[config.mk]
export PLATFORM = sky130hd
export DESIGN_NAME = exec_slots
export DESIGN_NICKNAME = d
export VERILOG_FILES = /design/src/common/vliw_pkg.sv /design/src/hw/exec_slots.sv
export SDC_FILE = /design/constraint.sdc
export NUM_CORES = 1
export LEC_CHECK = 0
export ABC_AREA = 1
export ABC_CLOCK_PERIOD_IN_PS = 6600
export BUFFER_PORTS_ARGS = -buffer_cell sky130_fd_sc_hd__buf_2
export CAP_MARGIN = 40
export CORE_MARGIN = 2
export CORE_UTILIZATION = 51
export DETAILED_ROUTE_END_ITERATION = 8
export PLACE_DENSITY = 0.8
export SLEW_MARGIN = 25
export SYNTH_ARGS = -nofsm -noshare
export SYNTH_HDL_FRONTEND = slang
export SYNTH_SLANG_ARGS = --single-unit
[constraint.sdc]
create_clock -name clk -period 6.6 [get_ports clk]
set_input_delay 0.66 -clock clk [delete_from_list [all_inputs] [get_ports clk]]
set_output_delay 0.66 -clock clk [all_outputs]
set_load 0.1 [all_outputs]
[src/common/vliw_pkg.sv]
// VLIW datapath shared types
// Data word, operand address, slot bundles, slot writes and the
// fixed indices of the special registers and result banks

package vliw_pkg;

   // 27-bit two's-complement data
   typedef logic signed [26:0] word_t;

   // Top two bits pick a bank, low eight an entry
   typedef struct packed {
      logic [1:0] bank;
      logic [7:0] index;
   } addr_t;

   typedef struct packed {
      word_t re;
      word_t im;
   } z_t;

   //==================================================
   // Slot bundles
   //==================================================

   typedef struct packed {
      logic  en;
      word_t value;
      addr_t dest;
   } load_op_t;

   typedef struct packed {
      logic  en;
      addr_t src;
      addr_t dest;
   } neg_op_t;

   // Shared by add and multiply
   typedef struct packed {
      logic  en;
      addr_t src1;
      addr_t src2;
      addr_t dest;
   } bin_op_t;

   // One slot's write into its bank and the special registers
   typedef struct packed {
      logic       en;
      logic [7:0] index;
      word_t      data;
   } wr_t;

   //==================================================
   // Fixed indices
   //==================================================

   localparam logic [7:0] IDX_Z_RE = 8'd0;
   localparam logic [7:0] IDX_Z_IM = 8'd1;
   localparam logic [7:0] IDX_MAG  = 8'd2;

   localparam logic [1:0] BANK_LOAD = 2'd0;
   localparam logic [1:0] BANK_NEG  = 2'd1;
   localparam logic [1:0] BANK_ADD  = 2'd2;
   localparam logic [1:0] BANK_MUL  = 2'd3;

   localparam int NUM_RD = 5;

   localparam int PORT_NEG  = 0;
   localparam int PORT_ADD1 = 1;
   localparam int PORT_ADD2 = 2;
   localparam int PORT_MUL1 = 3;
   localparam int PORT_MUL2 = 4;

endpackage

[src/hw/exec_slots.sv]
// Execution slots
// Load passes its value, negate and multiply are combinational and add
// has one pipe stage. Each slot produces one write per cycle.

module exec_slots
   import vliw_pkg::*;
(
   input  logic     clk,
   input  logic     reset,
   input  load_op_t load_op,
   input  neg_op_t  neg_op,
   input  bin_op_t  add_op,
   input  bin_op_t  mul_op,
   input  word_t    operand [NUM_RD],
   output wr_t      load_wr,
   output wr_t      neg_wr,
   output wr_t      add_wr,
   output wr_t      mul_wr
);

   logic              add_valid;
   logic [7:0]        add_index;
   word_t             add_sum;
   logic signed [53:0] product;

   // Destination bank bits are ignored, the slot owns its bank
   assign load_wr = '{en: load_op.en, index: load_op.dest.index, data: load_op.value};

   // Wraps on the most negative value
   assign neg_wr = '{en: neg_op.en, index: neg_op.dest.index, data: -operand[PORT_NEG]};

   //==================================================
   // Multiply
   //==================================================

   assign product = operand[PORT_MUL1] * operand[PORT_MUL2];
   assign mul_wr  = '{en: mul_op.en, index: mul_op.dest.index, data: product[26:0]};

   //==================================================
   // Add pipe
   //==================================================

   always_ff @(posedge clk) begin
      if (reset) begin
         add_valid <= 1'b0;
      end else begin
         add_valid <= add_op.en;
      end
   end

   // Sum and destination held for the write one edge later
   always_ff @(posedge clk) begin
      if (add_op.en) begin
         add_sum   <= operand[PORT_ADD1] + operand[PORT_ADD2];
         add_index <= add_op.dest.index;
      end
   end

   assign add_wr = '{en: add_valid, index: add_index, data: add_sum};

endmodule

# Word-level counts from Yosys, hierarchy flattened
# Cells that the tools add are included.
# op_classes
add_sub_neg	2
n_mul	1
# ops
op	n
adder 27 bit	1
multiplier 27 x 27 -> 27 bit	1
negator 27 bit	1
# totals
register_bits	36
in_bits	258
output_inout_bits	144
wordCells	6

# Depth between registers and ports, before layout
# depth
word_depth	1
mapped_depth	31
mapped_depth_nobuf	29

# Worst setup path before layout
# No wires, ideal clock.
# synth_path
path_kind	input to output
from	in operand[37] in the netlist's numbering
to	out mul_wr[25] in the netlist's numbering
arrival_ns	7.382
t_required_ns	5.940
slack_ns	-1.442
cell_stages	22
n_path_buf	2
cell_sequence	clkbuf_1 > clkbuf_1 > nand2_1 > fa_1 > fa_1 > inv_1 > fa_1 > inv_1 > fa_1 > inv_1 > fa_1 > fa_1 > inv_1 > fa_1 > inv_1 > ha_1 > nand2_1 > nor2_1 > a211oi_1 > nand3_1 > a31oi_1 > xor2_1
# synth_lines
item	line_no	text
from (decl)	exec_slots.sv:14	input word_t operand [NUM_RD],
to (decl)	exec_slots.sv:18	output wr_t mul_wr

==> results.cfg <==
[timing]
slew_violations = 0
tightest_slew_ns = 0.7914
slew_headroom_pct = 47.24
fin_crit_sh_pct = 106.3
period_needed_ns = 7.017
rsz0062_at_grt = yes
report.final.setup_viol = 11
final_hold_viol_count = 0
hold_slack_ns = 0.5448
fmax_mhz = 142.5
setup_ws_ns = -0.4169

[setup_path]
start_kind = primary input
critical_path_buf_inv_count = 8
crit_path_top_delay_cell = fa_1
end_kind = primary output
cp.arrival_ns = 6.36
critPathLaunch = operand[5]
worst-setup-path-type = in -> out
crit_top_cell = fa_1
cp_top_family = adder cells
cp_max_fo = 8
critPathRequiredTime_ns = 5.94
crit_chain = buf_6 > buf_12 > nand2_1 > inv_2 > fa_1 > fa_1 > inv_2 > fa_1 > fa_1 > fa_1 > inv_2 > fa_1 > inv_2 > fa_1 > inv_2 > ha_4 > nand2_4 > nor3_4 > nand4_1 > nand3_2 > a31oi_4 > xor2_4 > buf_12
cp_slowest_stage_delay_ns = 0.58

[logic_synthesis]
synth.avg_cell_area_um2 = 7.497
async_flop_share_pct = 0
synth-simple-area-share_pct = 17.35
synth_edf_count = 35
yosys-mux-area-fraction_pct = 0
yosysWarnings = 0
synth_area_um2 = 15830
synth_top_family_by_area = adder cells
synth_area_leaders = fa_1, inv_1, nand2_1, ha_1, edfxtp_1
synth_top_flop_cell = edfxtp_1
synth_cell_types = 49
synth_seq_cells = 36
yosysTopAreaCellShare_pct = 35.42
synth_compound_area_share_pct = 3.550
ys_seq_area_share_pct = 6.768
synth_xor_area_share_pct = 4.949
yosys.area_share.adder_pct = 46.96
synth_fp_nets = 2795
yosysTopAreaCell = fa_1
syn_inst = 2111

[clocking]
cts.sinks = 36
ctsLongestPathBuffers = 2
root_buffer = clkbuf_16
cts_tree = done
numCtsBuffers = 5
cts.reportedPaths.clkPinSlew_ns = 0.05
htreeDepth = 2

[drt]
vias = 14082
drtPass1Iterations = 7
drt-total-wl_mm = 44.58
drt_first_iter_violations = 1019
via_per_inst = 5.013
routedWlPerCell_um = 15.87
drc = 0
route.antenna.remaining_nets = 0

[final_layout]
mostFrequentLayoutCell = inv_1
fin_area_um2 = 20130
areaGrowthSynthToFinish_pct = 27.18
diodes = 0
layout.nets = 3096
mostFrequentLayoutCells = inv_1, nand2_1, fa_1, buf_2, buf_4
fillers = 2344
multi_input_area_um2 = 12500
drive_gt1_share_pct = 26.56
ff_latch_area_um2 = 1071

[outcome]
violations = setup timing
status = finished, violations left

[grt]
grt.overflow.total = 0
grt_pass1_vias = 15108
grt_antenna_before_repair = 3
grt_max_degree = 37
grt_first_pass_wirelength_mm = 72.53
track_usage_pct = 27.43

[place]
hpwl_mm = 37.39
place_congestion = 0.9229
portBuffers = 235
place_area_um2 = 18900

[die]
rows = 64
die_w_um = 180.2
die_h_um = 180.2
core-area_um2 = 30590
initial_utilization_pct = 51.73
ios = 402
die_area_um2 = 32450

[worst_hold_path]
hp-start = reset
hp-class = in -> reg
hold_depth = 2
worstHoldEndpoint = add_valid

[flow_run]
cap_viol_max_count = 0
==> stage by stage <==
stage	setup TNS (ns)	utilization (%)	cells	setup slack [ns]
floorplan	-0.8572	-	2111	-0.3366
global placement	-3.216	61.80	2770	-0.6086
detailed placement	-4.347	61.80	2770	-0.6979
CTS	-1.963	64.63	2801	-0.4372
global route	-4.250	65.80	2809	-0.5939
finish	-2.393	65.80	2809	-0.4169
==> repair_timing <==
action,in CTS,in global routing
setup buffers,21,8
hold buffers,0,0
gates cloned,3,0
gates resized for setup,143,115
pin swaps,98,66
endpoints found under the setup margin,12,14
==> kinds of logic (layout without fill, tap and decap cells) <==
| family | after synthesis | in the layout |
|---|---|---|
| AO/OA/AOI/OAI | 95 | 95 |
| buffers and inverters | 799 | 1101 |
| adder cells (fa/ha/maj) | 426 | 426 |
| AND/OR/NAND/NOR | 668 | 668 |
| XOR/XNOR | 87 | 87 |
| flip-flops | 36 | 36 |
==> metal layers <==
layer	vias up	GRT usage, %	part of all wire (%)
met3	135	3.456	6.9
met4	0	10.74	3.9
met2	630	50.93	52
met5	-	0	0
met1	6781	32.12	37
li1	6536	-	-
==> cell usage after synthesis (2+ instances only) <==
cell and n:
a21boi_0 4, o21ai_0 13, buf_1 5, nor4_1 4, a21o_1 5, a21oi_1 45, buf_2 16, o21bai_1 6
inv_1 671, nand3_2 2, nor3_1 8, nor2_1 37, nor3_2 4, o21a_1 2, a31oi_1 3, o31ai_1 3
a221oi_1 2, a21oi_2 2, ha_1 146, edfxtp_1 35, o21ai_1 4, nand4_4 2, nand3b_1 4, clkbuf_1 48
xor2_1 50, nor2_4 2, nand2_1 550, o211ai_1 2, xnor2_1 35, inv_2 2, fa_1 280, nand4_1 3
buf_4 56, nand3_1 44, a211oi_1 2
==> cell type report <==
cell class / count / share of cell area [%]
multi-input cells: 1276 / 62.11
clock buffers: 6 / 0.6403
inverters: 673 / 12.58
repair buffers: 420 / 16.72
well taps: 396 / 2.462
flip-flops and latches: 36 / 5.321
clock inverters: 2 / 0.1741
==> worst max-delay path by stage <==
stage	end	slack [ns]	depth (start not counted)
floorplan	mul_wr[25]	-0.34	22
global placement	mul_wr[25]	-0.61	23
detailed placement	mul_wr[23]	-0.70	23
CTS	mul_wr[23]	-0.44	23
global route	mul_wr[26]	-0.59	24
finish	mul_wr[25]	-0.42	23
==> flip-flops by register name, summed over array words and instances, names as in the netlist <==
| register | count |
|---|---|
| add_sum | 27 |
| add_index | 8 |
| add_valid | 1 |
Power is left out: the tool's default activity adds up to more than one toggle a clock period on the data nets, which glitch-free logic cannot reach.
