File: config.mk
export PLATFORM = sky130hd
export DESIGN_NAME = iteration_state
export DESIGN_NICKNAME = d
export VERILOG_FILES = /design/src/common/vliw_pkg.sv /design/src/hw/iteration_state.sv
export SDC_FILE = /design/constraint.sdc
export NUM_CORES = 1
export LEC_CHECK = 0
export BUFFER_PORTS_ARGS = -buffer_cell sky130_fd_sc_hd__buf_2
export CAP_MARGIN = 10
export CORE_MARGIN = 3
export CORE_UTILIZATION = 42
export CTS_BUF_LIST = sky130_fd_sc_hd__clkbuf_4
export CTS_CLUSTER_DIAMETER = 30
export DETAILED_ROUTE_END_ITERATION = 12
export GPL_TIMING_DRIVEN = 0
export PLACE_DENSITY = 0.88
export SKIP_CTS_REPAIR_TIMING = 1
export SLEW_MARGIN = 40
export SYNTH_ARGS = -nofsm -noshare
export SYNTH_HDL_FRONTEND = slang
export SYNTH_SLANG_ARGS = --single-unit
File: constraint.sdc
create_clock -name clk -period 2 [get_ports clk]
set_input_delay 0.1 -clock clk [delete_from_list [all_inputs] [get_ports clk]]
set_output_delay 0.1 -clock clk [all_outputs]
set_load 0.02 [all_outputs]
File: src/common/vliw_pkg.sv
// VLIW datapath shared types
// Data word, operand address, slot bundles, slot writes and the
// fixed indices of the special registers and result banks

package vliw_pkg;

   // 27-bit two's-complement data
   typedef logic signed [26:0] word_t;

   // Top two bits pick a bank, low eight an entry
   typedef struct packed {
      logic [1:0] bank;
      logic [7:0] index;
   } addr_t;

   typedef struct packed {
      word_t re;
      word_t im;
   } z_t;

   //==================================================
   // Slot bundles
   //==================================================

   typedef struct packed {
      logic  en;
      word_t value;
      addr_t dest;
   } load_op_t;

   typedef struct packed {
      logic  en;
      addr_t src;
      addr_t dest;
   } neg_op_t;

   // Shared by add and multiply
   typedef struct packed {
      logic  en;
      addr_t src1;
      addr_t src2;
      addr_t dest;
   } bin_op_t;

   // One slot's write into its bank and the special registers
   typedef struct packed {
      logic       en;
      logic [7:0] index;
      word_t      data;
   } wr_t;

   //==================================================
   // Fixed indices
   //==================================================

   localparam logic [7:0] IDX_Z_RE = 8'd0;
   localparam logic [7:0] IDX_Z_IM = 8'd1;
   localparam logic [7:0] IDX_MAG  = 8'd2;

   localparam logic [1:0] BANK_LOAD = 2'd0;
   localparam logic [1:0] BANK_NEG  = 2'd1;
   localparam logic [1:0] BANK_ADD  = 2'd2;
   localparam logic [1:0] BANK_MUL  = 2'd3;

   localparam int NUM_RD = 5;

   localparam int PORT_NEG  = 0;
   localparam int PORT_ADD1 = 1;
   localparam int PORT_ADD2 = 2;
   localparam int PORT_MUL1 = 3;
   localparam int PORT_MUL2 = 4;

endpackage

File: src/hw/iteration_state.sv
// Iteration state
// Holds z and magnitude, takes at most one special write per cycle in
// slot order load, negate, add, multiply, and strobes done once the
// magnitude reaches max_magnitude

module iteration_state
   import vliw_pkg::*;
#(
   parameter word_t max_magnitude = 300
) (
   input  logic  clk,
   input  logic  reset,
   input  wr_t   load_wr,
   input  wr_t   neg_wr,
   input  wr_t   add_wr,
   input  wr_t   mul_wr,
   output z_t    z,
   output word_t magnitude,
   output logic  done
);

   wr_t slot_wr [4];
   wr_t spec_wr;

   assign slot_wr = '{load_wr, neg_wr, add_wr, mul_wr};

   //==================================================
   // Special write priority
   //==================================================

   // Scan from the last slot so the first one wins
   always_comb begin
      spec_wr = '0;
      for (int i = 3; i >= 0; i--) begin
         if (slot_wr[i].en && slot_wr[i].index <= IDX_MAG) begin
            spec_wr = slot_wr[i];
         end
      end
   end

   //==================================================
   // Registers and escape strobe
   //==================================================

   // Cleared while done is high, so done lasts two cycles
   always_ff @(posedge clk) begin
      if (reset || done) begin
         z         <= '0;
         magnitude <= '0;
      end else if (spec_wr.en) begin
         case (spec_wr.index)
            IDX_Z_RE: z.re <= spec_wr.data;
            IDX_Z_IM: z.im <= spec_wr.data;
            default:  magnitude <= spec_wr.data;
         endcase
      end
   end

   // Signed compare of the registered magnitude
   always_ff @(posedge clk) begin
      if (reset) begin
         done <= 1'b0;
      end else begin
         done <= (magnitude >= max_magnitude);
      end
   end

endmodule

# Word-level counts from Yosys, hierarchy flattened
# Index checks and enable logic that the tools add are counted.
[totals]
out_inout_bits = 82
input_bits = 146
regBits = 82
wordCells = 25
[op_classes]
mux = 4
bitwise = 1
reduce_logical = 10
n_eq_ne = 1
magnitude_cmp = 5
[ops]
columns = ["op", "count"]
rows = [
  ["36-bit 2-to-1 mux", 4],
  ["8-bit by 2-bit <= comparator with 1-bit output, second input constant", 4],
  ["27-bit by 10-bit >= comparator with 1-bit output, second input constant", 1],
  ["8-bit by 1-bit equality test with 1-bit output, second input constant", 1],
  ["8-bit logical NOT", 1],
  ["2-bit AND reduction", 3],
  ["1-bit logical AND", 4],
  ["2-bit OR reduction", 1],
  ["1-bit logical OR", 1],
  ["1-bit NOT", 1],
]

# Longest topological paths before layout
[logic_depth]
ltp_word = 10
ltp_mapped = 9
mapped_depth_nobuf = 6

# Least setup slack after synthesis
# No wires, ideal clock.
[synth_path]
path_kind = "input to register"
from = "input add_wr[34] (netlist bit)"
to = "register z[33] (netlist bit)"
path_buffers = 2
arrival_time_ns = 1.903
required_ns = 1.868
setup_ns = 0.132
cell_stages = 8
slack_ns = -0.035
cell_sequence = "or4b_4 -> a211oi_4 -> buf_2 -> o41a_2 -> a21bo_2 -> buf_4 -> o21ai_0 -> a21oi_1"
[synth_between]
elab_chain_len = 7
[synth_rtl]
columns = ["element", "line", "rtl"]
rows = [
  ["start, declared", "iteration_state.sv:15", "input wr_t add_wr,"],
  ["8-bit by 2-bit <= comparator with 1-bit output", "iteration_state.sv:35", "if (slot_wr[i].en && slot_wr[i].index <= IDX_MAG) begin"],
  ["1-bit logical AND", "iteration_state.sv:35", ""],
  ["36-bit 2-to-1 mux (*) (3 in series)", "iteration_state.sv:35", ""],
  ["8-bit logical NOT", "iteration_state.sv:51", "case (spec_wr.index)"],
  ["2-bit AND reduction (no line)", "n/a", ""],
  ["end, declared", "iteration_state.sv:17", "output z_t z,"],
]
# Mark *: on every way between the ends. The rest lies on a longest branch, timed or not.
# A chain may end at the register's enable or synchronous reset.

# Worst setup path in the final report
[layout_path]
from = "input add_wr[34] (netlist bit)"
to = "register z[50] (netlist bit)"
# The elaborated chain is that of the path after synthesis.

==> run metrics <==
RD Place Congestion=0.929; Post-Place Setup Slack=-991 ps; Final setup violation count=0; final hold violation count=0; DIE AREA=11300 sq um; row count=36; Simple-Gate Fraction of Synth Area=23.6%; PwrDens=494 nW/um^2; most common flop cell mapped by yosys=dfxtp_1; Slew headroom=59.6%; max_cap viols=0; Worst Path Required=2380 ps; TritonCTS clock tree=built; initial drt markers=456; final worst path period need=roughly 1900 ps; Adder-Cell Fraction of Synth Area=0%; hpwl dp=13700 um; top-area cell type share of the netlist area=around two fifths; pin count of the biggest net entering global routing=16; Total GRT Usage=29.1%; worst reg-to-reg setup slack=320 ps; area leader, netlist=dfxtp_1; number of global-route vias before repair=4742; P&R area growth vs syn=40.5%; Final Skew=between 15 and 20 ps; worst r2r dst=done; outcome=finished clean; Final Util=between 60% and 70%; count leader, synth=dfxtp_1; max incr delay on CP=between 500 and 600 ps; CP Cell Sequence=buf_2, or4b_4, a211oi_4, o311ai_1, a22oi_2, buf_12, clkbuf_1, nand3_1, a21oi_1; r2r startpoint=magnitude[11]; Synth Warn #=0; mux cell area share after synthesis=6.38%; initial antenna violation count=0; flops & latches, synth=82; final wirelength=17900 um; Die Wd=between 100 and 150 um; post-synth net total=678; port bufs=227; worst min path class=in -> reg; DRC Markers=0; CTS root buffer=clkbuf_4; starting density of the core=~43%; Post-Syn Instances=~530; CTS clk-pin slew, worst paths=approximately 150 ps; post-synthesis area per instance=7.96 sq um; crit share post-route=a little over nine tenths; CP startpoint kind=primary input; DP Cell Count=892; largest family of logic cells by synthesized area=compound AO/OA/AOI/OAI gates; htree depth=3; Core Area=just under 10000 sq um; worst-path cell with the longest stage delay=or4b_4; ANT cells=0; Ports=228; share of layout cells above drive strength 1=41.6%; maximum VDD drop=slightly below 300 uV; Distinct cells, synth=about 40; Post-synth EDFFs=0; synthesized cell area=4230 sq um; largest cells by area after synthesis=dfxtp_1 39%, a211oi_1 8.3%, a21oi_1 7.4%, nand3_1 6.7%, mux2i_1 6.4%; post-synthesis async set-or-reset flop share=0%; Hold Crit Depth=5; Final WS setup=56.3 ps; LEAKAGE=2.75 nW; Clock Tree Buf Depth=2; pins over their slew limit=0; kind of critical path=in -> reg; Least-Margin Pin Slew=605 ps; Seq/Total Area, Yosys=38.8%; CTS buffer count=9; Crit. Startpoint=add_wr[34]; GR Overflow Total=0; Worst-Skew Late Latency=approximately 450 ps; vias per inst=5.71; CP Data Arrival Time=2320 ps; Post-synth top cells=82 x dfxtp_1, 63 x a21oi_1, 57 x nand2_1, 57 x nand3_1, 48 x nor2_1; Reg2Reg Depth=4; CP Capture Type=register; WHS Endpoint=z[8]; CP max FO=10; Post-Synth XOR/XNOR Area=0%; post-route setup TNS=0 ps; die height=around 110 um; Antenna Nets Post-Route=0; critical hold path startpoint=mul_wr[8]; Sinks on Clock Net=82; first-pass GRT wire length=25100 um; vias=5236; final cell count without fillers=917; Pre-antenna DRT Iters=4; Final nets=925; Synth Area in Compound Gates=23.9%; max frequency=514 MHz; hold_ws=approximately 73 ps; DR WL/cell=19.6 um
cells by family after synthesis:
logic type / count (synthesis)
AO/OA/AOI/OAI: 158
buffers and inverters: 54
flip-flops: 82
multiplexers: 27
AND/OR/NAND/NOR: 211
flip-flops by register name (all words and copies together), names as in the netlist:
register / count
done: 1
magnitude: 27
z: 54
report_power, final:
part	internal (W)	switching, W
clock network	0.000389	0.000622
registers	0.00163	0.000000569
logic	0.000144	0.000149
total	0.00217	0.000771
cell type report:
type / count / area [sq um]
fillers: 889 / 3830
well taps: 133 / 166
plain buffers: 52 / 324
repair buffers: 237 / 1230
clock buffers: 9 / 67.6
flip-flops and latches: 82 / 1640
inverters: 1 / 3.75
clock inverters: 7 / 76.3
multi-input cells: 396 / 2440
layout by cell type, fill, tap and decap left out, types with 2 or more instances in the layout:
| cell | netlist | routed |
|---|---|---|
| clkbuf_1 | 26 | 17 |
| nand4b_1 | 8 | 8 |
| a211oi_4 | 1 | 2 |
| o21ai_0 | 11 | 11 |
| nor2_1 | 48 | 48 |
| o31ai_2 | 0 | 2 |
| nand4_1 | 2 | 2 |
| clkbuf_4 | 0 | 11 |
| a211oi_2 | 0 | 17 |
| buf_1 | 5 | 2 |
| a21oi_2 | 0 | 7 |
| buf_6 | 10 | 10 |
| o31ai_1 | 9 | 7 |
| inv_6 | 0 | 2 |
| nand2_1 | 57 | 57 |
| nor4b_2 | 0 | 2 |
| clkinvlp_4 | 0 | 2 |
| nand3_1 | 57 | 57 |
| nor3_2 | 0 | 2 |
| clkbuf_2 | 0 | 11 |
| a211oi_1 | 47 | 29 |
| nand2b_1 | 2 | 2 |
| buf_2 | 6 | 229 |
| buf_4 | 6 | 16 |
| dfxtp_1 | 82 | 82 |
| mux2i_1 | 27 | 27 |
| nor4_1 | 5 | 5 |
| a21oi_1 | 63 | 56 |
| o21ai_1 | 16 | 16 |
| o21a_1 | 2 | 2 |
| nor3_1 | 21 | 19 |
worst max-delay path: cells and delay by family:
family | cells | cell delay, ps
AND/OR/NAND/NOR | 2 | 700
AO/OA/AOI/OAI | 4 | 870
buffers and inverters | 3 | 620
how the worst max path moves through the flow:
| stage | end | cells after the start |
|---|---|---|
| global route | z[47] | 9 |
| detailed placement | z[41] | 9 |
| floorplan | magnitude[14] | 8 |
| global placement | z[44] | 9 |
| CTS | z[41] | 9 |
| finish | z[50] | 9 |
per-stage QoR:
stage	power (W)	area [sq um]
2_1_floorplan	0.00176	4240
3_3_place_gp	0.00194	5540
3_5_place_dp	0.00194	5550
4_1_cts	0.00291	5690
5_1_grt	0.00302	5950
6_report	0.00294	5950
layer usage:
metal  track usage (%)  vias up  share of wire [%]
met5                 0        -                  0
met4              13.0        0                3.1
met3              7.89       45                9.9
met2              49.3      323                 49
met1              34.2     2444                 38
li1                  -     2424                  -
Note: power is estimated with default switching activity, not from simulation.
